==> config.mk <==
export PLATFORM = sky130hd
export DESIGN_NAME = gold_view_top
export DESIGN_NICKNAME = d
export VERILOG_FILES = /design/src/hdl/gold_view_pkg.sv /design/src/hdl/gold_view_top.sv /design/src/hdl/item_table.sv /design/src/hdl/level_tracker.sv /design/src/hdl/rect_painter.sv /design/src/hdl/round_timer.sv /design/src/hdl/sprite_shader.sv /design/src/hdl/view_ctrl.sv
export VERILOG_INCLUDE_DIRS = /design/src /design/src/hdl
export SDC_FILE = /design/constraint.sdc
export NUM_CORES = 1
export LEC_CHECK = 0
export ABC_CLOCK_PERIOD_IN_PS = 13900
export BUFFER_PORTS_ARGS = -buffer_cell sky130_fd_sc_hd__buf_4
export CAP_MARGIN = 30
export CORE_ASPECT_RATIO = 0.75
export CORE_MARGIN = 3
export CORE_UTILIZATION = 48
export CTS_CLUSTER_SIZE = 10
export DETAILED_ROUTE_END_ITERATION = 16
export PLACE_DENSITY = 0.67
export SLEW_MARGIN = 10
export SYNTH_ARGS = -nofsm -noshare
export SYNTH_HDL_FRONTEND = slang
export SYNTH_SLANG_ARGS = --single-unit
==> constraint.sdc <==
create_clock -name clk -period 13.9 [get_ports clk]
set_input_delay 2.78 -clock clk [delete_from_list [all_inputs] [get_ports clk]]
set_output_delay 2.78 -clock clk [all_outputs]
set_load 0.05 [all_outputs]
==> src/hdl/gold_view_macros.svh <==
//###########################################################################
// screen, sprite, item and timing constants shared by the view sequencer
// colours are 12-bit rgb, all nonzero so a zero write is always an error
//###########################################################################
`ifndef GOLD_VIEW_MACROS_SVH
`define GOLD_VIEW_MACROS_SVH
`default_nettype none

// frame buffer geometry
`define GV_SCREEN_W       320
`define GV_SCREEN_H       240
`define GV_X_W            9
`define GV_Y_W            8
`define GV_COLOR_W        12

// item sprites and the placement grid
`define GV_ITEM_SIZE      20
`define GV_CORNER         3
`define GV_FIELD_TOP      80
`define GV_N_GOLD         5
`define GV_N_STONE        7
`define GV_N_DIAMOND      3
`define GV_N_ITEMS        15
`define GV_IDX_W          4

// level, score and goal rule
`define GV_LEVEL_W        3
`define GV_SCORE_W        10
`define GV_GOAL_BASE      50
`define GV_GOAL_STEP      75

// round timer
`define GV_ROUND_SECONDS  60
`define GV_TIME_W         8

// palette
`define GV_COLOR_START    12'h1A4
`define GV_COLOR_BG       12'h842
`define GV_COLOR_OVER     12'hC00
`define GV_COLOR_NEXT     12'h0C8
`define GV_COLOR_GOLD     12'hFD0
`define GV_COLOR_STONE    12'h888
`define GV_COLOR_DIAMOND  12'h6EF

`default_nettype wire
`endif

==> src/hdl/gold_view_pkg.sv <==
//###########################################################################
// types shared by the view sequencer blocks
// field widths come from the macros header
//###########################################################################
`include "gold_view_macros.svh"
`default_nettype none

package gold_view_pkg;

	// one frame-buffer write
	typedef struct packed {
		logic [`GV_X_W-1:0]     x;
		logic [`GV_Y_W-1:0]     y;
		logic [`GV_COLOR_W-1:0] color;
		logic                   we;
	} pixel_t;

	// one paint job, origin plus size
	typedef struct packed {
		logic [`GV_X_W-1:0] x;
		logic [`GV_Y_W-1:0] y;
		logic [`GV_X_W-1:0] w;
		logic [`GV_Y_W-1:0] h;
	} rect_t;

	typedef enum logic [1:0] {
		ITEM_GOLD,
		ITEM_STONE,
		ITEM_DIAMOND
	} item_kind_e;

	typedef struct packed {
		logic [`GV_X_W-1:0] x;
		logic [`GV_Y_W-1:0] y;
		item_kind_e         kind;
		logic               present;
	} item_rec_t;

	typedef enum logic [2:0] {
		START_SCREEN,
		WAIT_GO,
		PAINT_BG,
		ITEM_FETCH,
		PAINT_ITEM,
		ROUND_CHECK,
		PAINT_NEXT,
		PAINT_OVER
	} view_state_e;

	typedef enum logic {
		FILL_FLAT,
		FILL_SPRITE
	} fill_src_e;

endpackage

`default_nettype wire

==> src/hdl/gold_view_top.sv <==
//###########################################################################
// view sequencer top, pixel stream out one write per clock at most
// score and taken items come from the game logic outside
//###########################################################################
`include "gold_view_macros.svh"
`default_nettype none

module gold_view_top import gold_view_pkg::*; #(
	parameter int TICKS_PER_SEC = 50_000_000
) (
	input  logic                   clk,
	input  logic                   resetn,
	input  logic                   go,
	input  logic                   item_taken,
	input  logic [`GV_IDX_W-1:0]   taken_index,
	input  logic [`GV_SCORE_W-1:0] score,
	output pixel_t                 pix,
	output logic [`GV_LEVEL_W-1:0] level,
	output logic [`GV_TIME_W-1:0]  time_left,
	output logic                   game_over
);

	logic                   paint_start;
	logic                   paint_done;
	rect_t                  job;
	logic [`GV_COLOR_W-1:0] flat_color;
	fill_src_e              fill_src;
	logic [`GV_X_W-1:0]     dx;
	logic [`GV_Y_W-1:0]     dy;
	logic [`GV_COLOR_W-1:0] shade_color;
	logic                   shade_opaque;
	logic [`GV_IDX_W-1:0]   item_index;
	item_rec_t              item;
	logic                   load_level;
	logic                   timer_run;
	logic                   timer_restart;
	logic                   time_up;
	logic                   level_up;
	logic                   level_clear;
	logic                   goal_met;

	view_ctrl u_ctrl (
		.clk(clk), .resetn(resetn), .go(go), .paint_done(paint_done), .item(item),
		.time_up(time_up), .goal_met(goal_met), .paint_start(paint_start), .job(job),
		.flat_color(flat_color), .fill_src(fill_src), .item_index(item_index),
		.load_level(load_level), .timer_run(timer_run), .timer_restart(timer_restart),
		.level_up(level_up), .level_clear(level_clear), .game_over(game_over)
	);

	rect_painter u_painter (
		.clk(clk), .resetn(resetn), .paint_start(paint_start), .job(job),
		.flat_color(flat_color), .fill_src(fill_src), .shade_color(shade_color),
		.shade_opaque(shade_opaque), .dx(dx), .dy(dy), .pix(pix), .paint_done(paint_done)
	);

	sprite_shader u_shader (
		.kind(item.kind), .dx(dx), .dy(dy),
		.shade_color(shade_color), .shade_opaque(shade_opaque)
	);

	item_table u_items (
		.clk(clk), .resetn(resetn), .load_level(load_level), .level(level),
		.item_taken(item_taken), .taken_index(taken_index), .item_index(item_index),
		.item(item)
	);

	round_timer #(.TICKS_PER_SEC(TICKS_PER_SEC)) u_timer (
		.clk(clk), .resetn(resetn), .timer_run(timer_run), .timer_restart(timer_restart),
		.time_left(time_left), .time_up(time_up)
	);

	level_tracker u_level (
		.clk(clk), .resetn(resetn), .score(score), .level_up(level_up),
		.level_clear(level_clear), .level(level), .goal_met(goal_met)
	);

endmodule

`default_nettype wire

==> src/hdl/item_table.sv <==
//###########################################################################
// item placement is a fixed hash of index and level, no storage
// only the present bits are state; indices past the last item read absent
//###########################################################################
`include "gold_view_macros.svh"
`default_nettype none

module item_table import gold_view_pkg::*; (
	input  logic                    clk,
	input  logic                    resetn,
	input  logic                    load_level,
	input  logic [`GV_LEVEL_W-1:0]  level,
	input  logic                    item_taken,
	input  logic [`GV_IDX_W-1:0]    taken_index,
	input  logic [`GV_IDX_W-1:0]    item_index,
	output item_rec_t               item
);

	logic [`GV_N_ITEMS-1:0]      present;
	logic [2**`GV_IDX_W-1:0]     present_ext;
	logic [3:0]                  col;
	logic [2:0]                  row;
	item_kind_e                  kind;

	// mod 16 and mod 8 fall out of the narrow sums
	assign col = 4'd7 * item_index + 4'd3 * {1'b0, level};
	assign row = 3'd5 * item_index[2:0] + level;

	assign present_ext = {{(2**`GV_IDX_W - `GV_N_ITEMS){1'b0}}, present};

	always_comb begin
		if (item_index < `GV_IDX_W'(`GV_N_GOLD))
			kind = ITEM_GOLD;
		else if (item_index < `GV_IDX_W'(`GV_N_GOLD + `GV_N_STONE))
			kind = ITEM_STONE;
		else
			kind = ITEM_DIAMOND;
	end

	always_comb begin
		item.x = `GV_X_W'(col) * `GV_X_W'(`GV_ITEM_SIZE);
		item.y = `GV_Y_W'(`GV_FIELD_TOP) + `GV_Y_W'(row) * `GV_Y_W'(`GV_ITEM_SIZE);
		item.kind = kind;
		item.present = present_ext[item_index];
	end

	always_ff @(posedge clk) begin
		if (!resetn) begin
			present <= '0;
		end else if (load_level) begin
			present <= '1;
		end else if (item_taken && taken_index < `GV_IDX_W'(`GV_N_ITEMS)) begin
			present[taken_index] <= 1'b0;
		end
	end

endmodule

`default_nettype wire

==> src/hdl/level_tracker.sv <==
//###########################################################################
// level register, wraps after 7
// goal_met is a registered compare and lags score by one clock
//###########################################################################
`include "gold_view_macros.svh"
`default_nettype none

module level_tracker (
	input  logic                   clk,
	input  logic                   resetn,
	input  logic [`GV_SCORE_W-1:0] score,
	input  logic                   level_up,
	input  logic                   level_clear,
	output logic [`GV_LEVEL_W-1:0] level,
	output logic                   goal_met
);

	logic [`GV_SCORE_W-1:0] goal;

	// highest goal is 575, fits the score width
	assign goal = `GV_SCORE_W'(`GV_GOAL_BASE) +
		`GV_SCORE_W'(`GV_GOAL_STEP) * `GV_SCORE_W'(level);

	always_ff @(posedge clk) begin
		if (!resetn) begin
			level <= '0;
			goal_met <= 1'b0;
		end else begin
			if (level_clear)
				level <= '0;
			else if (level_up)
				level <= level + 1'b1;
			goal_met <= (score >= goal);
		end
	end

endmodule

`default_nettype wire

==> src/hdl/rect_painter.sv <==
//###########################################################################
// walks one rectangle in raster order, one pixel per clock, no stall
// job w and h must be nonzero and stay steady until paint_done
//###########################################################################
`include "gold_view_macros.svh"
`default_nettype none

module rect_painter import gold_view_pkg::*; (
	input  logic                   clk,
	input  logic                   resetn,
	input  logic                   paint_start,
	input  rect_t                  job,
	input  logic [`GV_COLOR_W-1:0] flat_color,
	input  fill_src_e              fill_src,
	input  logic [`GV_COLOR_W-1:0] shade_color,
	input  logic                   shade_opaque,
	output logic [`GV_X_W-1:0]     dx,
	output logic [`GV_Y_W-1:0]     dy,
	output pixel_t                 pix,
	output logic                   paint_done
);

	logic                   busy;
	logic                   active;
	logic                   last_x;
	logic                   last_y;
	logic [`GV_X_W-1:0]     px_q;
	logic [`GV_Y_W-1:0]     py_q;
	logic [`GV_COLOR_W-1:0] pc_q;
	logic                   we_q;

	// the start cycle already emits offset (0,0)
	assign active = paint_start || busy;
	assign last_x = (dx == job.w - 1'b1);
	assign last_y = (dy == job.h - 1'b1);

	always_ff @(posedge clk) begin
		if (!resetn) begin
			busy <= 1'b0;
			dx <= '0;
			dy <= '0;
			we_q <= 1'b0;
			paint_done <= 1'b0;
		end else begin
			we_q <= active && (fill_src == FILL_FLAT || shade_opaque);
			paint_done <= active && last_x && last_y;
			busy <= active && !(last_x && last_y);
			if (active) begin
				if (last_x) begin
					dx <= '0;
					// counters park at zero for the next job
					dy <= last_y ? '0 : dy + 1'b1;
				end else begin
					dx <= dx + 1'b1;
				end
			end
		end
	end

	always_ff @(posedge clk) begin
		if (active) begin
			px_q <= job.x + dx;
			py_q <= job.y + dy;
			pc_q <= (fill_src == FILL_SPRITE) ? shade_color : flat_color;
		end
	end

	assign pix = '{x: px_q, y: py_q, color: pc_q, we: we_q};

endmodule

`default_nettype wire

==> src/hdl/round_timer.sv <==
//###########################################################################
// round countdown in seconds, TICKS_PER_SEC is the clock rate in Hz
// counts only while timer_run is high and stops at zero
//###########################################################################
`include "gold_view_macros.svh"
`default_nettype none

module round_timer #(
	parameter int TICKS_PER_SEC = 50_000_000
) (
	input  logic                  clk,
	input  logic                  resetn,
	input  logic                  timer_run,
	input  logic                  timer_restart,
	output logic [`GV_TIME_W-1:0] time_left,
	output logic                  time_up
);

	localparam int PRESC_W = (TICKS_PER_SEC > 1) ? $clog2(TICKS_PER_SEC) : 1;

	logic [PRESC_W-1:0] presc;
	logic               tick;

	assign tick = (presc == PRESC_W'(TICKS_PER_SEC - 1));
	assign time_up = (time_left == '0);

	always_ff @(posedge clk) begin
		if (!resetn) begin
			presc <= '0;
			time_left <= `GV_TIME_W'(`GV_ROUND_SECONDS);
		end else if (timer_restart) begin
			presc <= '0;
			time_left <= `GV_TIME_W'(`GV_ROUND_SECONDS);
		end else if (timer_run && !time_up) begin
			if (tick) begin
				presc <= '0;
				time_left <= time_left - 1'b1;
			end else begin
				presc <= presc + 1'b1;
			end
		end
	end

endmodule

`default_nettype wire

==> src/hdl/sprite_shader.sv <==
//###########################################################################
// colour of one item pixel from its kind and offset in the 20x20 box
// corner squares are transparent, the rest is flat kind colour
//###########################################################################
`include "gold_view_macros.svh"
`default_nettype none

module sprite_shader import gold_view_pkg::*; (
	input  item_kind_e             kind,
	input  logic [`GV_X_W-1:0]     dx,
	input  logic [`GV_Y_W-1:0]     dy,
	output logic [`GV_COLOR_W-1:0] shade_color,
	output logic                   shade_opaque
);

	logic near_left;
	logic near_right;
	logic near_top;
	logic near_bottom;

	assign near_left = (dx < `GV_X_W'(`GV_CORNER));
	assign near_right = (dx >= `GV_X_W'(`GV_ITEM_SIZE - `GV_CORNER));
	assign near_top = (dy < `GV_Y_W'(`GV_CORNER));
	assign near_bottom = (dy >= `GV_Y_W'(`GV_ITEM_SIZE - `GV_CORNER));

	// transparent only where a column band meets a row band
	assign shade_opaque = !((near_left || near_right) && (near_top || near_bottom));

	always_comb begin
		case (kind)
			ITEM_STONE: shade_color = `GV_COLOR_STONE;
			ITEM_DIAMOND: shade_color = `GV_COLOR_DIAMOND;
			default: shade_color = `GV_COLOR_GOLD;
		endcase
	end

endmodule

`default_nettype wire

==> src/hdl/view_ctrl.sv <==
//###########################################################################
// game and paint sequencing, the only FSM of the view
// job, colour and fill source are held steady from paint_start to paint_done
// goal and time are looked at only after a full repaint
//###########################################################################
`include "gold_view_macros.svh"
`default_nettype none

module view_ctrl import gold_view_pkg::*; (
	input  logic                   clk,
	input  logic                   resetn,
	input  logic                   go,
	input  logic                   paint_done,
	input  item_rec_t              item,
	input  logic                   time_up,
	input  logic                   goal_met,
	output logic                   paint_start,
	output rect_t                  job,
	output logic [`GV_COLOR_W-1:0] flat_color,
	output fill_src_e              fill_src,
	output logic [`GV_IDX_W-1:0]   item_index,
	output logic                   load_level,
	output logic                   timer_run,
	output logic                   timer_restart,
	output logic                   level_up,
	output logic                   level_clear,
	output logic                   game_over
);

	view_state_e state;
	view_state_e state_nxt;
	logic        launched;
	logic        painting;
	logic        round_start;
	logic        items_done;

	assign painting = (state == START_SCREEN) || (state == PAINT_BG) ||
		(state == PAINT_ITEM) || (state == PAINT_NEXT) || (state == PAINT_OVER);

	// one start pulse on the first cycle of each paint state
	assign paint_start = painting && !launched;

	assign timer_run = (state == PAINT_BG) || (state == ITEM_FETCH) ||
		(state == PAINT_ITEM) || (state == ROUND_CHECK);

	assign items_done = (item_index >= `GV_IDX_W'(`GV_N_ITEMS));

	// round start reloads the table and the timer together
	assign timer_restart = round_start;
	assign load_level = round_start;

	always_comb begin
		job = '{x: '0, y: '0, w: `GV_X_W'(`GV_SCREEN_W), h: `GV_Y_W'(`GV_SCREEN_H)};
		fill_src = FILL_FLAT;
		flat_color = `GV_COLOR_BG;
		case (state)
			START_SCREEN: flat_color = `GV_COLOR_START;
			PAINT_NEXT: flat_color = `GV_COLOR_NEXT;
			PAINT_OVER: flat_color = `GV_COLOR_OVER;
			PAINT_ITEM: begin
				job = '{x: item.x, y: item.y, w: `GV_X_W'(`GV_ITEM_SIZE),
					h: `GV_Y_W'(`GV_ITEM_SIZE)};
				fill_src = FILL_SPRITE;
			end
			default: ;
		endcase
	end

	always_comb begin
		state_nxt = state;
		round_start = 1'b0;
		level_up = 1'b0;
		level_clear = 1'b0;
		case (state)
			START_SCREEN: if (paint_done) state_nxt = WAIT_GO;
			WAIT_GO: begin
				if (go) begin
					state_nxt = PAINT_BG;
					round_start = 1'b1;
					level_clear = 1'b1;
				end
			end
			PAINT_BG: if (paint_done) state_nxt = ITEM_FETCH;
			ITEM_FETCH: begin
				if (items_done)
					state_nxt = ROUND_CHECK;
				else if (item.present)
					state_nxt = PAINT_ITEM;
			end
			PAINT_ITEM: if (paint_done) state_nxt = ITEM_FETCH;
			ROUND_CHECK: begin
				// next level wins over game over
				if (goal_met) begin
					state_nxt = PAINT_NEXT;
					level_up = 1'b1;
				end else if (time_up) begin
					state_nxt = PAINT_OVER;
				end else begin
					state_nxt = PAINT_BG;
				end
			end
			PAINT_NEXT: begin
				if (paint_done) begin
					state_nxt = PAINT_BG;
					round_start = 1'b1;
				end
			end
			PAINT_OVER: if (paint_done) state_nxt = WAIT_GO;
			default: state_nxt = START_SCREEN;
		endcase
	end

	always_ff @(posedge clk) begin
		if (!resetn) begin
			state <= START_SCREEN;
			launched <= 1'b0;
			item_index <= '0;
			game_over <= 1'b0;
		end else begin
			state <= state_nxt;
			if (paint_done)
				launched <= 1'b0;
			else if (paint_start)
				launched <= 1'b1;
			// absent items are skipped one per cycle
			if (state == PAINT_BG)
				item_index <= '0;
			else if ((state == ITEM_FETCH && !items_done && !item.present) ||
				(state == PAINT_ITEM && paint_done))
				item_index <= item_index + 1'b1;
			if (state == PAINT_OVER && paint_done)
				game_over <= 1'b1;
			else if (state == WAIT_GO && go)
				game_over <= 1'b0;
		end
	end

endmodule

`default_nettype wire

=== Word level (Yosys, flattened, before mapping) ===
Cells that the tools add are included.
W data, S select, Z words.

* Register bits after elaboration: 111
* Input bits: 18
* Word-level logic and storage cells: 149

* Add/sub/neg operators: 14
* Multiply operators: 6
* Order comparisons: 12
* Eq/ne operators: 17
* Mux-type cells: 33
* Bitwise operators: 4
* Reductions and logical operators: 46

{| class="wikitable"
|+ Operators with widths
! kind !! number
|-
| $pmux W12 S3 || 1
|-
| $mux W34 || 1
|-
| $mux W15 || 2
|-
| $add A26 B1 Y26 const B || 1
|-
| $eq A26 B26 Y1 const B || 1
|-
| $mux W26 || 1
|-
| $mux W3 || 8
|-
| $pmux W12 S2 || 1
|-
| $pmux W3 S6 || 1
|-
| $sub A8 B1 Y8 const B || 2
|-
| $and A15 B15 Y15 || 1
|-
| $logic_and A1 B1 Y1 || 15
|-
| $not A15 Y15 || 1
|-
| $eq A3 B3 Y1 const B || 4
|-
| $logic_or A1 B1 Y1 || 12
|-
| $mux W12 || 1
|-
| $reduce_or A2 Y1 || 6
|-
| $add A6 B10 Y10 const A || 1
|-
| $ge A10 B10 Y1 || 1
|-
| $lt A4 B5 Y1 const B || 2
|-
| $mul A7 B3 Y10 const A || 1
|-
| $mux W1 || 10
|-
| $add A9 B1 Y9 const B || 1
|-
| $add A9 B9 Y9 || 1
|-
| other kinds (43) || 56
|}

=== Longest topological paths before layout ===
Gate-level depths: netlist (run 1).

* Depth in word-level cells: 10
* Depth in mapped cells: 20
* Mapped depth without buffers: 20

=== Cells and area by module ===
Synthesis (run 1) repeated with hierarchy kept, for this count alone.

* Cells, all modules: 863
* Area, all modules: 7835.0 µm²

{| class="wikitable"
|+ Modules (own cells, without submodules)
! module !! instances !! cells each !! area an instance (µm²) !! sequential area each (µm²)
|-
| rect_painter || 1 || 319 || 3165.5 || 1271.2
|-
| round_timer || 1 || 190 || 1650.3 || 680.7
|-
| item_table || 1 || 132 || 1293.7 || 300.3
|-
| view_ctrl || 1 || 119 || 855.8 || 180.2
|-
| level_tracker || 1 || 78 || 689.4 || 80.1
|-
| sprite_shader || 1 || 25 || 180.2 || 0.0
|}

=== Worst setup path before layout (run 1) ===
OpenSTA, ideal clock, no wires.

* Path kind: reg2reg
* Start: reg u_level.level[1]
* End: reg u_painter.px_q[8] (data pin)
* Library setup time: 0.268 ns
* Arrival: 5.221 ns
* Slack: 8.411 ns
* Stages on the path, launching flop included: 20
* Buffers on the path: 0
* Period minus slack after synthesis: 5.489 ns
* Cells stage by stage: dfxtp_1 > fa_1 > inv_1 > fa_1 > inv_1 > fa_1 > inv_1 > fa_1 > xnor2_1 > xnor2_1 > xnor2_1 > ha_1 > ha_1 > fa_1 > and2_1 > ha_1 > o21ai_0 > o21bai_1 > a21oi_1 > xnor3_1

* Cells in the longest elaborated chain, start to end: 5

{| class="wikitable"
|+ Ends and longest elaborated chain
! item !! RTL line !! source
|-
| from (decl) || level_tracker.sv:14 || <nowiki>output logic [`GV_LEVEL_W-1:0] level,</nowiki>
|-
| from (signal assigned) || level_tracker.sv:32 || <nowiki>level <= level + 1'b1;</nowiki>
|-
| $mul A2 B3 Y4 || item_table.sv:26 || <nowiki>assign col = 4'd7 * item_index + 4'd3 * {1'b0, level};</nowiki>
|-
| $add A4 B4 Y4 || item_table.sv:26 ||
|-
| $mul A4 B3 Y7 (no source line) || - ||
|-
| $mux W34 || view_ctrl.sv:56 || <nowiki>case (state)</nowiki>
|-
| $add A9 B9 Y9 || rect_painter.sv:62 || <nowiki>px_q <= job.x + dx;</nowiki>
|-
| to (signal assigned) || rect_painter.sv:62 ||
|-
| to (decl) || rect_painter.sv:27 || <nowiki>logic [`GV_X_W-1:0] px_q;</nowiki>
|}

Every way passes these cells.
A chain may end at the register's enable or synchronous reset.

=== Worst setup path in the final report (run 1) ===
Same ends and word-level chain as after synthesis.

==> Flow_metrics.wiki, run 1 <==
{| class="wikitable"
! Metric !! Value
|-
| Register area share after synthesis || 0.3767
|-
| Worst R2R Path Depth || 19
|-
| Routed len/inst || 15.52 µm
|-
| Status || completed
|-
| Kind of critical path || register to register
|-
| Global-route track usage on met2 || 0.2876
|-
| Post-synth net total || approximately 800
|-
| Max Transition Viols Final || 0
|-
| Startpoint class of the critical path || register
|-
| Cells taking the most area after synthesis || sky130_fd_sc_hd__dfxtp_1, sky130_fd_sc_hd__edfxtp_1, sky130_fd_sc_hd__ha_1
|-
| Worst-Skew Late Latency || 0.36 ns
|-
| Maximum ir drop on the vdd rail || 0.06877 mV
|-
| Max H-tree Level || 3
|-
| Transition time at the pin with the least slew margin || slightly below 0.9 ns
|-
| Initial standard-cell utilization of the core || 0.4993
|-
| Startpoint of the most critical register-to-register path || u_level.level[1]$_SDFFE_PP0P_
|-
| Fmax achieved || 0.1760 GHz
|-
| TritonCTS clock tree || done
|-
| Tightest hold margin || 0.4852 ns
|-
| Die footprint || 15,190 µm²
|-
| End of the worst register-to-register path || u_painter.px_q[8]$_DFFE_PP_
|-
| Worst hold path class || register to register
|-
| Yosys reg bits || 110
|-
| Min setup slack post-route || around 8.2 ns
|-
| Global-route wire length before repair || 24,260 µm
|-
| Ys async rst share || 0
|-
| Share of post-route cells with drive strength above 1 || 0.1166
|-
| Post-CTS repair timing setup buffer count || 0
|-
| Static power due to leakage || 3.078 nW
|-
| Largest fanout on the critical path || 11
|-
| Unique cell type count in the Yosys netlist || 65
|-
| Number of remaining DRC errors || 0
|-
| Number of placement rows || 36
|-
| Instance area after placement || a little over 7000 µm²
|-
| Area delta synth->final || 13.82%
|-
| Chip width || 141.3 µm
|-
| Remaining number of nets flagged by the antenna check after routing || 0
|-
| Yosys top cell by area || sky130_fd_sc_hd__dfxtp_1
|-
| RSZ-0062 raised after global routing || no
|-
| First-pass DRT Iterations || 5
|-
| HPWL reported at the end of detailed placement || 10,820 µm
|-
| Setup slack of the worst register-to-register path || 8.22 ns
|-
| Final setup fails || 0
|-
| Vertical extent of the die || 107.5 µm
|-
| # placed instances || 918
|-
| Fin util || 0.5684
|-
| Avg Synthesized Cell Area || 9.321 µm²
|-
| Final non-filler cell total || just over 900
|-
| Global placer's final weighted congestion || 0.8318
|-
| Worst relative slew slack || 0.4022
|-
| Count of nets after finishing || about 840
|-
| Required time of the critical path || 14.01 ns
|-
| Number of clock sinks || 110
|-
| Cell area after technology mapping || 6590 µm²
|-
| Post-synth EDFFs || 28
|-
| Met1 Track Usage GR || 0.2881
|-
| GRT Util Overall || 0.1955
|-
| GRT busiest layer || met1
|-
| Synthesized netlist cell count || 707
|-
| Final non-filler cell area || approximately 7500 µm²
|-
| Via count || approximately 5,300
|-
| Drt via density || 5.661
|-
| Global route total overflow || 0
|-
| I/O pins || 60
|-
| Count of instances resized after the clock tree is built || 0
|-
| Post-placement worst setup slack || 8.279 ns
|-
| Worst setup path endpoint || u_painter.px_q[8]$_DFFE_PP_
|-
| Number of endpoints with negative hold slack in the final report || 0
|-
| CTS buffer count || 9
|-
| Antenna diodes || 0
|-
| Most frequent standard cell in the layout excluding fill and tap cells || sky130_fd_sc_hd__dfxtp_1
|-
| Buffer depth of the longest clock path || 2
|-
| Number of design-rule violations left by the first detailed-router iteration || 539
|-
| Final total power || 0.6675 mW
|-
| Pin count of the biggest net entering global routing || 46
|-
| Part of the cycle the worst path needs || 0.4087
|-
| Critical Path Start || u_level.level[1]$_SDFFE_PP0P_
|-
| # hold bufs at CTS || 0
|-
| Top library cells by usage in the layout, fill and taps aside || sky130_fd_sc_hd__dfxtp_1, sky130_fd_sc_hd__nor2_1, sky130_fd_sc_hd__buf_4, sky130_fd_sc_hd__ha_1
|-
| Clock Pin Slew Worst Setup and Hold Paths || 0.08 ns
|-
| Total of buffers placed on input and output ports || 59
|-
| Initial antenna violation count || 0
|-
| Primary flip-flop cell chosen by synthesis mapping || sky130_fd_sc_hd__dfxtp_1
|-
| Global routing met3 resource utilization || 0.04618
|-
| Synthesis warning total || 0
|-
| Minimum period implied by the final worst setup slack || 5.680 ns
|-
| Clock Skews || 0.01395 ns
|-
| Vias in the first global route || a little under 5,000
|-
| Reported max-cap violation count || 0
|-
| Final routed wirelength across all metal layers || 14,500 µm
|-
| Arrival time at the worst endpoint || 5.79 ns
|-
| CTS root buf || sky130_fd_sc_hd__clkbuf_16
|-
| Power per standard cell area || 88.99 nW/µm²
|-
| Sum of negative setup slack || 0 ns
|-
| Synth top area share || 0.2491
|-
| Category of the worst setup path capture point || register
|-
| Area of the core || 13,200 µm²
|}
state kept, by name (all words and copies together) (netlist names), 8 cells and up:
signal / cells
u_painter.pc_q: 11
u_timer.time_left: 8
u_timer.presc: 26
u_painter.py_q: 8
u_items.present: 15
u_painter.dx: 9
u_painter.dy: 8
u_painter.px_q: 9
per-layer routing:
metal / wire length, µm / part of all wire
met1: 7179 / 0.50
met2: 6321 / 0.44
met3: 831 / 0.057
met4: 167 / 0.012
met5: 0 / 0
synthesized netlist by cell type (6+ instances only):
library cell	n
sky130_fd_sc_hd__dfxtp_1	82
sky130_fd_sc_hd__nor2_1	70
sky130_fd_sc_hd__ha_1	58
sky130_fd_sc_hd__a21oi_1	45
sky130_fd_sc_hd__inv_1	45
sky130_fd_sc_hd__nand2_1	42
sky130_fd_sc_hd__xnor2_1	40
sky130_fd_sc_hd__o21ai_0	30
sky130_fd_sc_hd__edfxtp_1	28
sky130_fd_sc_hd__nand4_1	28
sky130_fd_sc_hd__xor2_1	24
sky130_fd_sc_hd__nand3_1	20
sky130_fd_sc_hd__nor3_1	17
sky130_fd_sc_hd__clkbuf_1	14
sky130_fd_sc_hd__and2_1	13
sky130_fd_sc_hd__and3_1	11
sky130_fd_sc_hd__mux2i_1	11
sky130_fd_sc_hd__a21o_1	9
sky130_fd_sc_hd__and4_1	8
sky130_fd_sc_hd__fa_1	8
sky130_fd_sc_hd__nand2b_1	8
sky130_fd_sc_hd__nand3b_1	8
sky130_fd_sc_hd__nor4_1	8
sky130_fd_sc_hd__nor4b_1	6
final cells by class:
class	instances	area (µm²)
clock buffer	13	286.5
clock inverter	3	47.55
multi-input combinational	529	3832
inverter	46	172.7
sequential	110	2482
timing repair buffer	62	465.4
tap	171	214.0
fill	1170	5697
where the power goes:
part | leakage (nW) | switching (mW) | internal (mW)
logic | 1.96 | 0.0314 | 0.0142
clock network | 0.164 | 0.120 | 0.165
registers | 0.955 | 0.00365 | 0.334
total | 3.08 | 0.155 | 0.512
logic make-up after synthesis:
group / after synthesis / share of synthesized area
AO/OA/AOI/OAI: 123 / 0.1164
XOR/XNOR: 67 / 0.09531
adder cells (fa/ha/maj): 66 / 0.1344
buffers and inverters: 68 / 0.04177
flip-flops: 110 / 0.3767
multiplexers: 13 / 0.02354
AND/OR/NAND/NOR: 260 / 0.2119
worst min path at each step:
stage / from / endpoint / slack [ns] / depth (start not counted)
2_1_floorplan: u_items.present[3]$_SDFFE_PN0P_ / u_items.present[3]$_SDFFE_PN0P_ / 0.45 / 2
3_3_place_gp: u_items.present[3]$_SDFFE_PN0P_ / u_items.present[3]$_SDFFE_PN0P_ / 0.46 / 2
3_5_place_dp: u_items.present[5]$_SDFFE_PN0P_ / u_items.present[5]$_SDFFE_PN0P_ / 0.47 / 2
4_1_cts: u_items.present[10]$_SDFFE_PN0P_ / u_items.present[10]$_SDFFE_PN0P_ / 0.48 / 2
5_1_grt: u_items.present[8]$_SDFFE_PN0P_ / u_items.present[8]$_SDFFE_PN0P_ / 0.51 / 2
6_report: u_items.present[10]$_SDFFE_PN0P_ / u_items.present[10]$_SDFFE_PN0P_ / 0.49 / 2
critical path: stages, from the launching register on:
cell,delay (ns)
sky130_fd_sc_hd__dfxtp_1,0.46
sky130_fd_sc_hd__fa_1,0.60
sky130_fd_sc_hd__inv_1,0.06
sky130_fd_sc_hd__fa_1,0.48
sky130_fd_sc_hd__inv_1,0.05
sky130_fd_sc_hd__fa_1,0.50
sky130_fd_sc_hd__inv_1,0.06
sky130_fd_sc_hd__fa_1,0.43
sky130_fd_sc_hd__xnor2_1,0.20
sky130_fd_sc_hd__xnor2_1,0.11
sky130_fd_sc_hd__xnor2_1,0.31
sky130_fd_sc_hd__ha_1,0.31
sky130_fd_sc_hd__ha_1,0.23
sky130_fd_sc_hd__fa_1,0.42
sky130_fd_sc_hd__and2_1,0.15
sky130_fd_sc_hd__ha_1,0.31
sky130_fd_sc_hd__o21ai_0,0.12
sky130_fd_sc_hd__o21bai_1,0.10
sky130_fd_sc_hd__a21oi_1,0.21
sky130_fd_sc_hd__xnor3_1,0.33
Note: power is estimated with default switching activity, not from simulation.
==> run 2: changes to the inputs <==
--- a/config.mk
+++ b/config.mk
@@ -6,7 +6,7 @@
 export SDC_FILE = /design/constraint.sdc
 export NUM_CORES = 1
 export LEC_CHECK = 0
-export ABC_CLOCK_PERIOD_IN_PS = 13900
+export ABC_CLOCK_PERIOD_IN_PS = 4600
 export BUFFER_PORTS_ARGS = -buffer_cell sky130_fd_sc_hd__buf_4
 export CAP_MARGIN = 30
 export CORE_ASPECT_RATIO = 0.75
@@ -14,7 +14,7 @@
 export CORE_UTILIZATION = 48
 export CTS_CLUSTER_SIZE = 10
 export DETAILED_ROUTE_END_ITERATION = 16
-export PLACE_DENSITY = 0.67
+export PLACE_DENSITY = 0.69
 export SLEW_MARGIN = 10
 export SYNTH_ARGS = -nofsm -noshare
 export SYNTH_HDL_FRONTEND = slang
==> constraint.sdc (replaced) <==
create_clock -name clk -period 4.6 [get_ports clk]
set_input_delay 0.92 -clock clk [delete_from_list [all_inputs] [get_ports clk]]
set_output_delay 0.92 -clock clk [all_outputs]
set_load 0.05 [all_outputs]
==> Flow_metrics.wiki, run 2 (synthesis results as in run 1) <==
{| class="wikitable"
! Metric !! Value
|-
| Status || finished, violations left (was completed)
|-
| Failing checks || setup timing
|-
| Area delta synth->final || 16.20% (was 13.82%)
|-
| Pin count of the biggest net entering global routing || 34 (was 46)
|-
| Min setup slack post-route || -0.3153 ns (was 8.220 ns)
|-
| Required time of the critical path || 4.70 ns (was 14.01 ns)
|-
| Antenna diodes || 0 (unchanged)
|-
| Clock Pin Slew Worst Setup and Hold Paths || 0.08 ns (about the same)
|-
| Power per standard cell area || 257.1 nW/µm² (was 88.99 nW/µm²)
|-
| Number of endpoints with negative hold slack in the final report || 0 (unchanged)
|-
| Critical Path Start || u_ctrl.item_index[0]$_SDFFE_PP0P_ (was u_level.level[1]$_SDFFE_PP0P_)
|-
| Transition time at the pin with the least slew margin || 0.8750 ns (was 0.8893 ns)
|-
| Number of design-rule violations left by the first detailed-router iteration || 448 (was 539)
|-
| CTS root buf || sky130_fd_sc_hd__clkbuf_16 (unchanged)
|-
| Startpoint class of the critical path || register (unchanged)
|-
| Global placer's final weighted congestion || 0.8549 (was 0.8318)
|-
| Final routed wirelength across all metal layers || 14,660 µm (was 14,500 µm)
|-
| Largest fanout on the critical path || 2 (was 11)
|-
| Sum of negative setup slack || -0.6728 ns (was 0 ns)
|-
| Kind of critical path || register to register (unchanged)
|-
| Global-route wire length before repair || 24,860 µm (was 24,260 µm)
|-
| Category of the worst setup path capture point || register (unchanged)
|-
| Startpoint of the most critical register-to-register path || u_ctrl.item_index[0]$_SDFFE_PP0P_ (was u_level.level[1]$_SDFFE_PP0P_)
|-
| First-pass DRT Iterations || 5 (unchanged)
|-
| Crit-path leading delay family || adder cells (unchanged)
|-
| HPWL reported at the end of detailed placement || 10,890 µm (was 10,820 µm)
|-
| Area of the core || 13,200 µm² (unchanged)
|-
| Number of clock sinks || 110 (unchanged)
|-
| Initial standard-cell utilization of the core || 0.4993 (unchanged)
|-
| Number of remaining DRC errors || 0 (unchanged)
|-
| Setup slack of the worst register-to-register path || -0.32 ns (was 8.22 ns)
|-
| Slowest Stage Delay on Critical Path || 0.53 ns (was 0.60 ns)
|-
| Fmax achieved || 0.2034 GHz (was 0.1760 GHz)
|-
| RSZ-0062 raised after global routing || yes (was no)
|-
| I/O pins || 60 (unchanged)
|-
| Via count || 5,343 (was 5,287)
|-
| Max H-tree Level || 3 (unchanged)
|-
| Static power due to leakage || 3.153 nW (was 3.078 nW)
|-
| Vias in the first global route || 5,123 (was 4,925)
|-
| Share of post-route cells with drive strength above 1 || 0.1540 (was 0.1166)
|-
| Top library cells by usage in the layout, fill and taps aside || sky130_fd_sc_hd__dfxtp_1, sky130_fd_sc_hd__buf_4, sky130_fd_sc_hd__nor2_1, sky130_fd_sc_hd__ha_1, sky130_fd_sc_hd__inv_1 (was sky130_fd_sc_hd__dfxtp_1, sky130_fd_sc_hd__nor2_1, sky130_fd_sc_hd__buf_4, sky130_fd_sc_hd__ha_1)
|-
| Most frequent standard cell in the layout excluding fill and tap cells || sky130_fd_sc_hd__dfxtp_1 (unchanged)
|-
| Reported max-cap violation count || 0 (unchanged)
|-
| Arrival time at the worst endpoint || 5.02 ns (was 5.79 ns)
|-
| Number of buffers and inverters on the critical path || 3 (unchanged)
|-
| CTS buffer count || 9 (unchanged)
|-
| Count of nets after finishing || 858 (was 842)
|-
| Buffer depth of the longest clock path || 2 (unchanged)
|-
| Register containing the most flip-flops in the final layout || u_timer.presc (unchanged)
|-
| Routed len/inst || 15.44 µm (was 15.52 µm)
|-
| Worst-Skew Late Latency || 0.35 ns (was 0.36 ns)
|-
| Drt via density || 5.624 (was 5.661)
|-
| # hold bufs at CTS || 0 (unchanged)
|-
| Vertical extent of the die || 107.5 µm (unchanged)
|-
| Final setup fails || 3 (was 0)
|-
| Maximum ir drop on the vdd rail || 0.1842 mV (was 0.06877 mV)
|-
| Post-placement worst setup slack || -0.4128 ns (was 8.279 ns)
|-
| Worst hold path class || register to register (unchanged)
|-
| Tightest hold margin || 0.4780 ns (was 0.4852 ns)
|-
| Die footprint || 15,190 µm² (unchanged)
|-
| Minimum period implied by the final worst setup slack || 4.915 ns (was 5.680 ns)
|-
| Crit path cell chain || fa_1 > inv_1 > fa_1 > inv_1 > fa_1 > inv_1 > fa_2 > xnor2_2 > xnor2_1 > xnor2_1 > ha_1 > ha_2 > fa_1 > and2_4 > ha_4 > o21ai_2 > o21bai_1 > a21oi_1 > xnor3_1 (was fa_1 > inv_1 > fa_1 > inv_1 > fa_1 > inv_1 > fa_1 > xnor2_1 > xnor2_1 > xnor2_1 > ha_1 > ha_1 > fa_1 > and2_1 > ha_1 > o21ai_0 > o21bai_1 > a21oi_1 > xnor3_1)
|-
| Initial antenna violation count || 0 (unchanged)
|-
| Clock Skews || 0.006457 ns (was 0.01395 ns)
|-
| TritonCTS clock tree || done (unchanged)
|-
| Most common cell type on the critical path || sky130_fd_sc_hd__fa_1 (unchanged)
|-
| Worst hold path startpoint || u_items.present[3]$_SDFFE_PN0P_ (was u_items.present[10]$_SDFFE_PN0P_)
|-
| Max Transition Viols Final || 0 (unchanged)
|-
| Flip-flop count of the largest register after layout || 26 (unchanged)
|-
| Number of placement rows || 36 (unchanged)
|-
| Remaining number of nets flagged by the antenna check after routing || 0 (unchanged)
|-
| Worst relative slew slack || 0.4118 (was 0.4022)
|-
| Total of buffers placed on input and output ports || 59 (unchanged)
|-
| Global route total overflow || 0 (unchanged)
|-
| Cell type of the slowest stage on the worst timing path || sky130_fd_sc_hd__fa_1 (unchanged)
|-
| Part of the cycle the worst path needs || 1.069 (was 0.4087)
|-
| GRT Util Overall || 0.1995 (was 0.1955)
|-
| Largest registers in the final layout || u_timer.presc: 26 flops, u_items.present: 15 flops, u_painter.pc_q: 11 flops (unchanged)
|-
| Chip width || 141.3 µm (unchanged)
|}
## run 2: routing by layer
| layer | GRT usage | up-vias | share of wire |
|---|---|---|---|
| met3 | 0.03996 | 16 | 0.053 |
| met4 | 0.05187 | 0 | 0.011 |
| met5 | 0 | - | 0 |
| met2 | 0.3063 | 146 | 0.45 |
| met1 | 0.2881 | 2525 | 0.49 |
| li1 | - | 2656 | - |
## run 2: path summary, 6_finish.rpt
path | endpoint | cells after the start
hold reg to reg | u_items.present[3]$_SDFFE_PN0P_ | 2
setup reg to reg | u_painter.px_q[8]$_DFFE_PP_ | 19
setup / recovery | u_painter.px_q[8]$_DFFE_PP_ | 19
hold / removal | u_items.present[3]$_SDFFE_PN0P_ | 2
## run 2: final cells by class
| cell class | count | area, µm² |
|---|---|---|
| multi-input combinational | 529 | 3885 |
| fill | 1131 | 5540 |
| tap | 171 | 214.0 |
| inverter | 46 | 172.7 |
| sequential | 110 | 2492 |
| clock inverter | 7 | 78.83 |
| clock buffer | 9 | 225.2 |
| timing repair buffer | 78 | 589.3 |
## run 2: worst register-to-register path, stage by stage (launching register included)
cell and delay (ns):
sky130_fd_sc_hd__dfxtp_2 0.33, sky130_fd_sc_hd__fa_1 0.53, sky130_fd_sc_hd__inv_1 0.05, sky130_fd_sc_hd__fa_1 0.47
sky130_fd_sc_hd__inv_1 0.05, sky130_fd_sc_hd__fa_1 0.48, sky130_fd_sc_hd__inv_1 0.05, sky130_fd_sc_hd__fa_2 0.35
sky130_fd_sc_hd__xnor2_2 0.14, sky130_fd_sc_hd__xnor2_1 0.17, sky130_fd_sc_hd__xnor2_1 0.17, sky130_fd_sc_hd__ha_1 0.28
sky130_fd_sc_hd__ha_2 0.20, sky130_fd_sc_hd__fa_1 0.50, sky130_fd_sc_hd__and2_4 0.16, sky130_fd_sc_hd__ha_4 0.20
sky130_fd_sc_hd__o21ai_2 0.07, sky130_fd_sc_hd__o21bai_1 0.09, sky130_fd_sc_hd__a21oi_1 0.16, sky130_fd_sc_hd__xnor3_1 0.23
## run 2: stage by stage
stage                       util  power, mW  area [µm²]  std cells
after global placement    0.5520      1.178        7286        931
final                     0.5802      1.968        7657        950
after detailed placement  0.5520      1.181        7286        931
after CTS                 0.5800      1.984        7655        950
after floorplan                -      1.132        6611        707
after global routing      0.5802      2.039        7657        950
## run 2: repair_timing
item	4_1_cts	5_1_grt
setup buffers	3	0
pin swaps	7	1
setup endpoints to repair	3	3
endpoints found under the hold margin	0	0
gates resized for setup	9	1
## run 2: where the power goes
part	total (mW)	internal, mW	leakage (nW)	switching (mW)
sequential	1.02	1.01	0.958	0.0110
combinational	0.139	0.0430	2.05	0.0960
clock	0.812	0.430	0.149	0.381
total	1.97	1.48	3.15	0.488
==> run 3: changes to the inputs <==
--- a/config.mk
+++ b/config.mk
@@ -6,15 +6,15 @@
 export SDC_FILE = /design/constraint.sdc
 export NUM_CORES = 1
 export LEC_CHECK = 0
-export ABC_CLOCK_PERIOD_IN_PS = 4600
+export ABC_CLOCK_PERIOD_IN_PS = 6100
 export BUFFER_PORTS_ARGS = -buffer_cell sky130_fd_sc_hd__buf_4
 export CAP_MARGIN = 30
 export CORE_ASPECT_RATIO = 0.75
 export CORE_MARGIN = 3
 export CORE_UTILIZATION = 48
-export CTS_CLUSTER_SIZE = 10
+export CTS_CLUSTER_SIZE = 16
 export DETAILED_ROUTE_END_ITERATION = 16
-export PLACE_DENSITY = 0.69
+export PLACE_DENSITY = 0.67
 export SLEW_MARGIN = 10
 export SYNTH_ARGS = -nofsm -noshare
 export SYNTH_HDL_FRONTEND = slang
==> constraint.sdc (replaced) <==
create_clock -name clk -period 6.1 [get_ports clk]
set_input_delay 1.22 -clock clk [delete_from_list [all_inputs] [get_ports clk]]
set_output_delay 1.22 -clock clk [all_outputs]
set_load 0.05 [all_outputs]
==> Flow_metrics.wiki, run 3 (synthesis results as in run 1) <==
{| class="wikitable"
! Metric !! Value
|-
| Slowest Stage Delay on Critical Path || 0.59 ns (was 0.53 ns)
|-
| Max Transition Viols Final || 0 (unchanged)
|-
| Maximum ir drop on the vdd rail || 0.1569 mV (was 0.1842 mV)
|-
| Global route total overflow || 0 (unchanged)
|-
| Reported max-cap violation count || 0 (unchanged)
|-
| Post-CTS repair timing setup buffer count || 0 (was 3)
|-
| First-pass DRT Iterations || 5 (unchanged)
|-
| Sum of negative setup slack || 0 ns (was -0.6728 ns)
|-
| Final routed wirelength across all metal layers || 15,160 µm (was 14,660 µm)
|-
| Worst relative slew slack || 0.3926 (was 0.4118)
|-
| HPWL reported at the end of detailed placement || 11,140 µm (was 10,890 µm)
|-
| Number of design-rule violations left by the first detailed-router iteration || 395 (was 448)
|-
| Number of filler cells placed in the layout || 1,182 (was 1,131)
|-
| Part of the cycle the worst path needs || 0.9334 (was 1.069)
|-
| Crit path cell chain || fa_1 > inv_1 > fa_1 > inv_1 > fa_1 > inv_1 > fa_1 > xnor2_1 > xnor2_1 > xnor2_1 > ha_1 > ha_1 > fa_1 > and2_1 > ha_1 > o21ai_0 > o21bai_1 > a21oi_1 > xnor3_1 (was fa_1 > inv_1 > fa_1 > inv_1 > fa_1 > inv_1 > fa_2 > xnor2_2 > xnor2_1 > xnor2_1 > ha_1 > ha_2 > fa_1 > and2_4 > ha_4 > o21ai_2 > o21bai_1 > a21oi_1 > xnor3_1)
|-
| Instance area after placement || 7174 µm² (was 7286 µm²)
|-
| Register containing the most flip-flops in the final layout || u_timer.presc (unchanged)
|-
| Startpoint class of the critical path || register (unchanged)
|-
| Number of placement rows || 36 (unchanged)
|-
| # hold bufs at CTS || 0 (unchanged)
|-
| Power per standard cell area || 196.6 nW/µm² (was 257.1 nW/µm²)
|-
| Required time of the critical path || 6.20 ns (was 4.70 ns)
|-
| Number of endpoints with negative hold slack in the final report || 0 (unchanged)
|-
| Minimum period implied by the final worst setup slack || 5.694 ns (was 4.915 ns)
|-
| Clock Pin Slew Worst Setup and Hold Paths || 0.07 ns (was 0.08 ns)
|-
| TritonCTS clock tree || done (unchanged)
|-
| Area of the core || 13,200 µm² (unchanged)
|-
| Initial standard-cell utilization of the core || 0.4993 (unchanged)
|-
| Buffer depth of the longest clock path || 2 (unchanged)
|-
| Pin count of the biggest net entering global routing || 47 (was 34)
|-
| Worst-Skew Late Latency || 0.36 ns (was 0.35 ns)
|-
| Status || completed (was finished, violations left)
|-
| Setup slack of the worst register-to-register path || 0.41 ns (was -0.32 ns)
|-
| Remaining number of nets flagged by the antenna check after routing || 0 (unchanged)
|-
| Flip-flop count of the largest register after layout || 26 (unchanged)
|-
| Top library cells by usage in the layout, fill and taps aside || sky130_fd_sc_hd__dfxtp_1, sky130_fd_sc_hd__nor2_1, sky130_fd_sc_hd__buf_4, sky130_fd_sc_hd__ha_1 (was sky130_fd_sc_hd__dfxtp_1, sky130_fd_sc_hd__buf_4, sky130_fd_sc_hd__nor2_1, sky130_fd_sc_hd__ha_1, sky130_fd_sc_hd__inv_1)
|-
| Transition time at the pin with the least slew margin || 0.9036 ns (was 0.8750 ns)
|-
| Cell type of the slowest stage on the worst timing path || sky130_fd_sc_hd__fa_1 (unchanged)
|-
| Number of remaining DRC errors || 0 (unchanged)
|-
| Initial antenna violation count || 0 (unchanged)
|-
| Antenna diodes || 0 (unchanged)
|-
| Global-route wire length before repair || 25,230 µm (was 24,860 µm)
|-
| Number of clock sinks || 110 (unchanged)
|-
| Count of instances resized after the clock tree is built || 0 (was 9)
|-
| Tightest hold margin || 0.4791 ns (was 0.4780 ns)
|-
| Most common cell type on the critical path || sky130_fd_sc_hd__fa_1 (unchanged)
|-
| Number of buffers and inverters on the critical path || 3 (unchanged)
|-
| I/O pins || 60 (unchanged)
|-
| Share of post-route cells with drive strength above 1 || 0.1178 (was 0.1540)
|-
| Max H-tree Level || 3 (unchanged)
|-
| Global placer's final weighted congestion || 0.8301 (was 0.8549)
|-
| Area delta synth->final || 13.50% (was 16.20%)
|-
| Routed len/inst || 16.21 µm (was 15.44 µm)
|-
| Crit-path leading delay family || adder cells (unchanged)
|-
| Die footprint || 15,190 µm² (unchanged)
|-
| Met1 routed wirelength after detailed routing || 7589 µm (was 7157 µm)
|-
| Final setup fails || 0 (was 3)
|-
| Worst hold path class || register to register (unchanged)
|-
| Chip width || 141.3 µm (unchanged)
|-
| RSZ-0062 raised after global routing || no (was yes)
|-
| Kind of critical path || register to register (unchanged)
|-
| Largest fanout on the critical path || 11 (was 2)
|-
| Met3 WL || 713 µm (was 771 µm)
|-
| Drt via density || 5.675 (was 5.624)
|-
| Met2 wire len || 6670 µm (was 6573 µm)
|-
| Clock Skews || 0.01514 ns (was 0.006457 ns)
|-
| Most frequent standard cell in the layout excluding fill and tap cells || sky130_fd_sc_hd__dfxtp_1 (unchanged)
|-
| GRT Util Overall || 0.2030 (was 0.1995)
|-
| Fmax achieved || 0.1756 GHz (was 0.2034 GHz)
|-
| Vias in the first global route || 5,098 (was 5,123)
|-
| Total of buffers placed on input and output ports || 59 (unchanged)
|-
| Via count || 5,306 (was 5,343)
|-
| Static power due to leakage || 3.071 nW (was 3.153 nW)
|-
| Vertical extent of the die || 107.5 µm (unchanged)
|-
| CTS root buf || sky130_fd_sc_hd__clkbuf_16 (unchanged)
|-
| Arrival time at the worst endpoint || 5.79 ns (was 5.02 ns)
|-
| Largest registers in the final layout || u_timer.presc: 26 flops, u_items.present: 15 flops, u_painter.pc_q: 11 flops (unchanged)
|-
| Final non-filler cell area || 7480 µm² (was 7657 µm²)
|-
| CTS buffer count || 9 (unchanged)
|-
| Count of nets after finishing || 843 (was 858)
|-
| Category of the worst setup path capture point || register (unchanged)
|-
| Highest metal layer with signal wires || met4 (unchanged)
|}
-- run 3: layout make-up --
class                      count  area (µm²)  share of cell area
sequential                   110        2482              0.3319
clock buffer                  13       281.5             0.03764
multi-input combinational    529        3832              0.5124
clock inverter                 3       23.77            0.003178
timing repair buffer          63       473.0             0.06323
inverter                      46       172.7             0.02308
tap                          171       214.0             0.02860
-- run 3: final timing paths --
kind / start / to / depth (start not counted)
worst min register to register: u_items.present[3]$_SDFFE_PN0P_ / u_items.present[3]$_SDFFE_PN0P_ / 2
worst min-delay path: u_items.present[3]$_SDFFE_PN0P_ / u_items.present[3]$_SDFFE_PN0P_ / 2
worst max-delay path: u_level.level[1]$_SDFFE_PP0P_ / u_painter.px_q[8]$_DFFE_PP_ / 19
worst max register to register: u_level.level[1]$_SDFFE_PP0P_ / u_painter.px_q[8]$_DFFE_PP_ / 19
-- run 3: layer usage --
layer / track usage / up-vias
met1: 0.2902 / 2541
li1: - / 2623
met5: 0 / -
met3: 0.03952 / 17
met2: 0.3158 / 125
met4: 0.05256 / 0
-- run 3: report_power, final --
part	total, mW	switching [mW]	internal, mW
registers	0.769	0.00842	0.760
clock network	0.597	0.271	0.327
logic	0.105	0.0721	0.0324
total	1.47	0.351	1.12
-- run 3: tightest hold or removal path: cells and delay by family, from the launching register on --
family / cells / cell delay (ns)
DFF: 1 / 0.31
AOI/OAI and AO/OA: 2 / 0.12
-- run 3: metrics by stage --
stage          utilization  instances  setup WS [ns]  total power, mW
6_report            0.5667        935         0.4064            1.471
5_1_grt             0.5667        935         0.1361            1.528
4_1_cts             0.5667        935         0.4056            1.484
3_5_place_dp        0.5436        919         0.4177           0.8912
3_3_place_gp        0.5430        918         0.6742           0.8894
2_1_floorplan            -        707         0.6111           0.8544
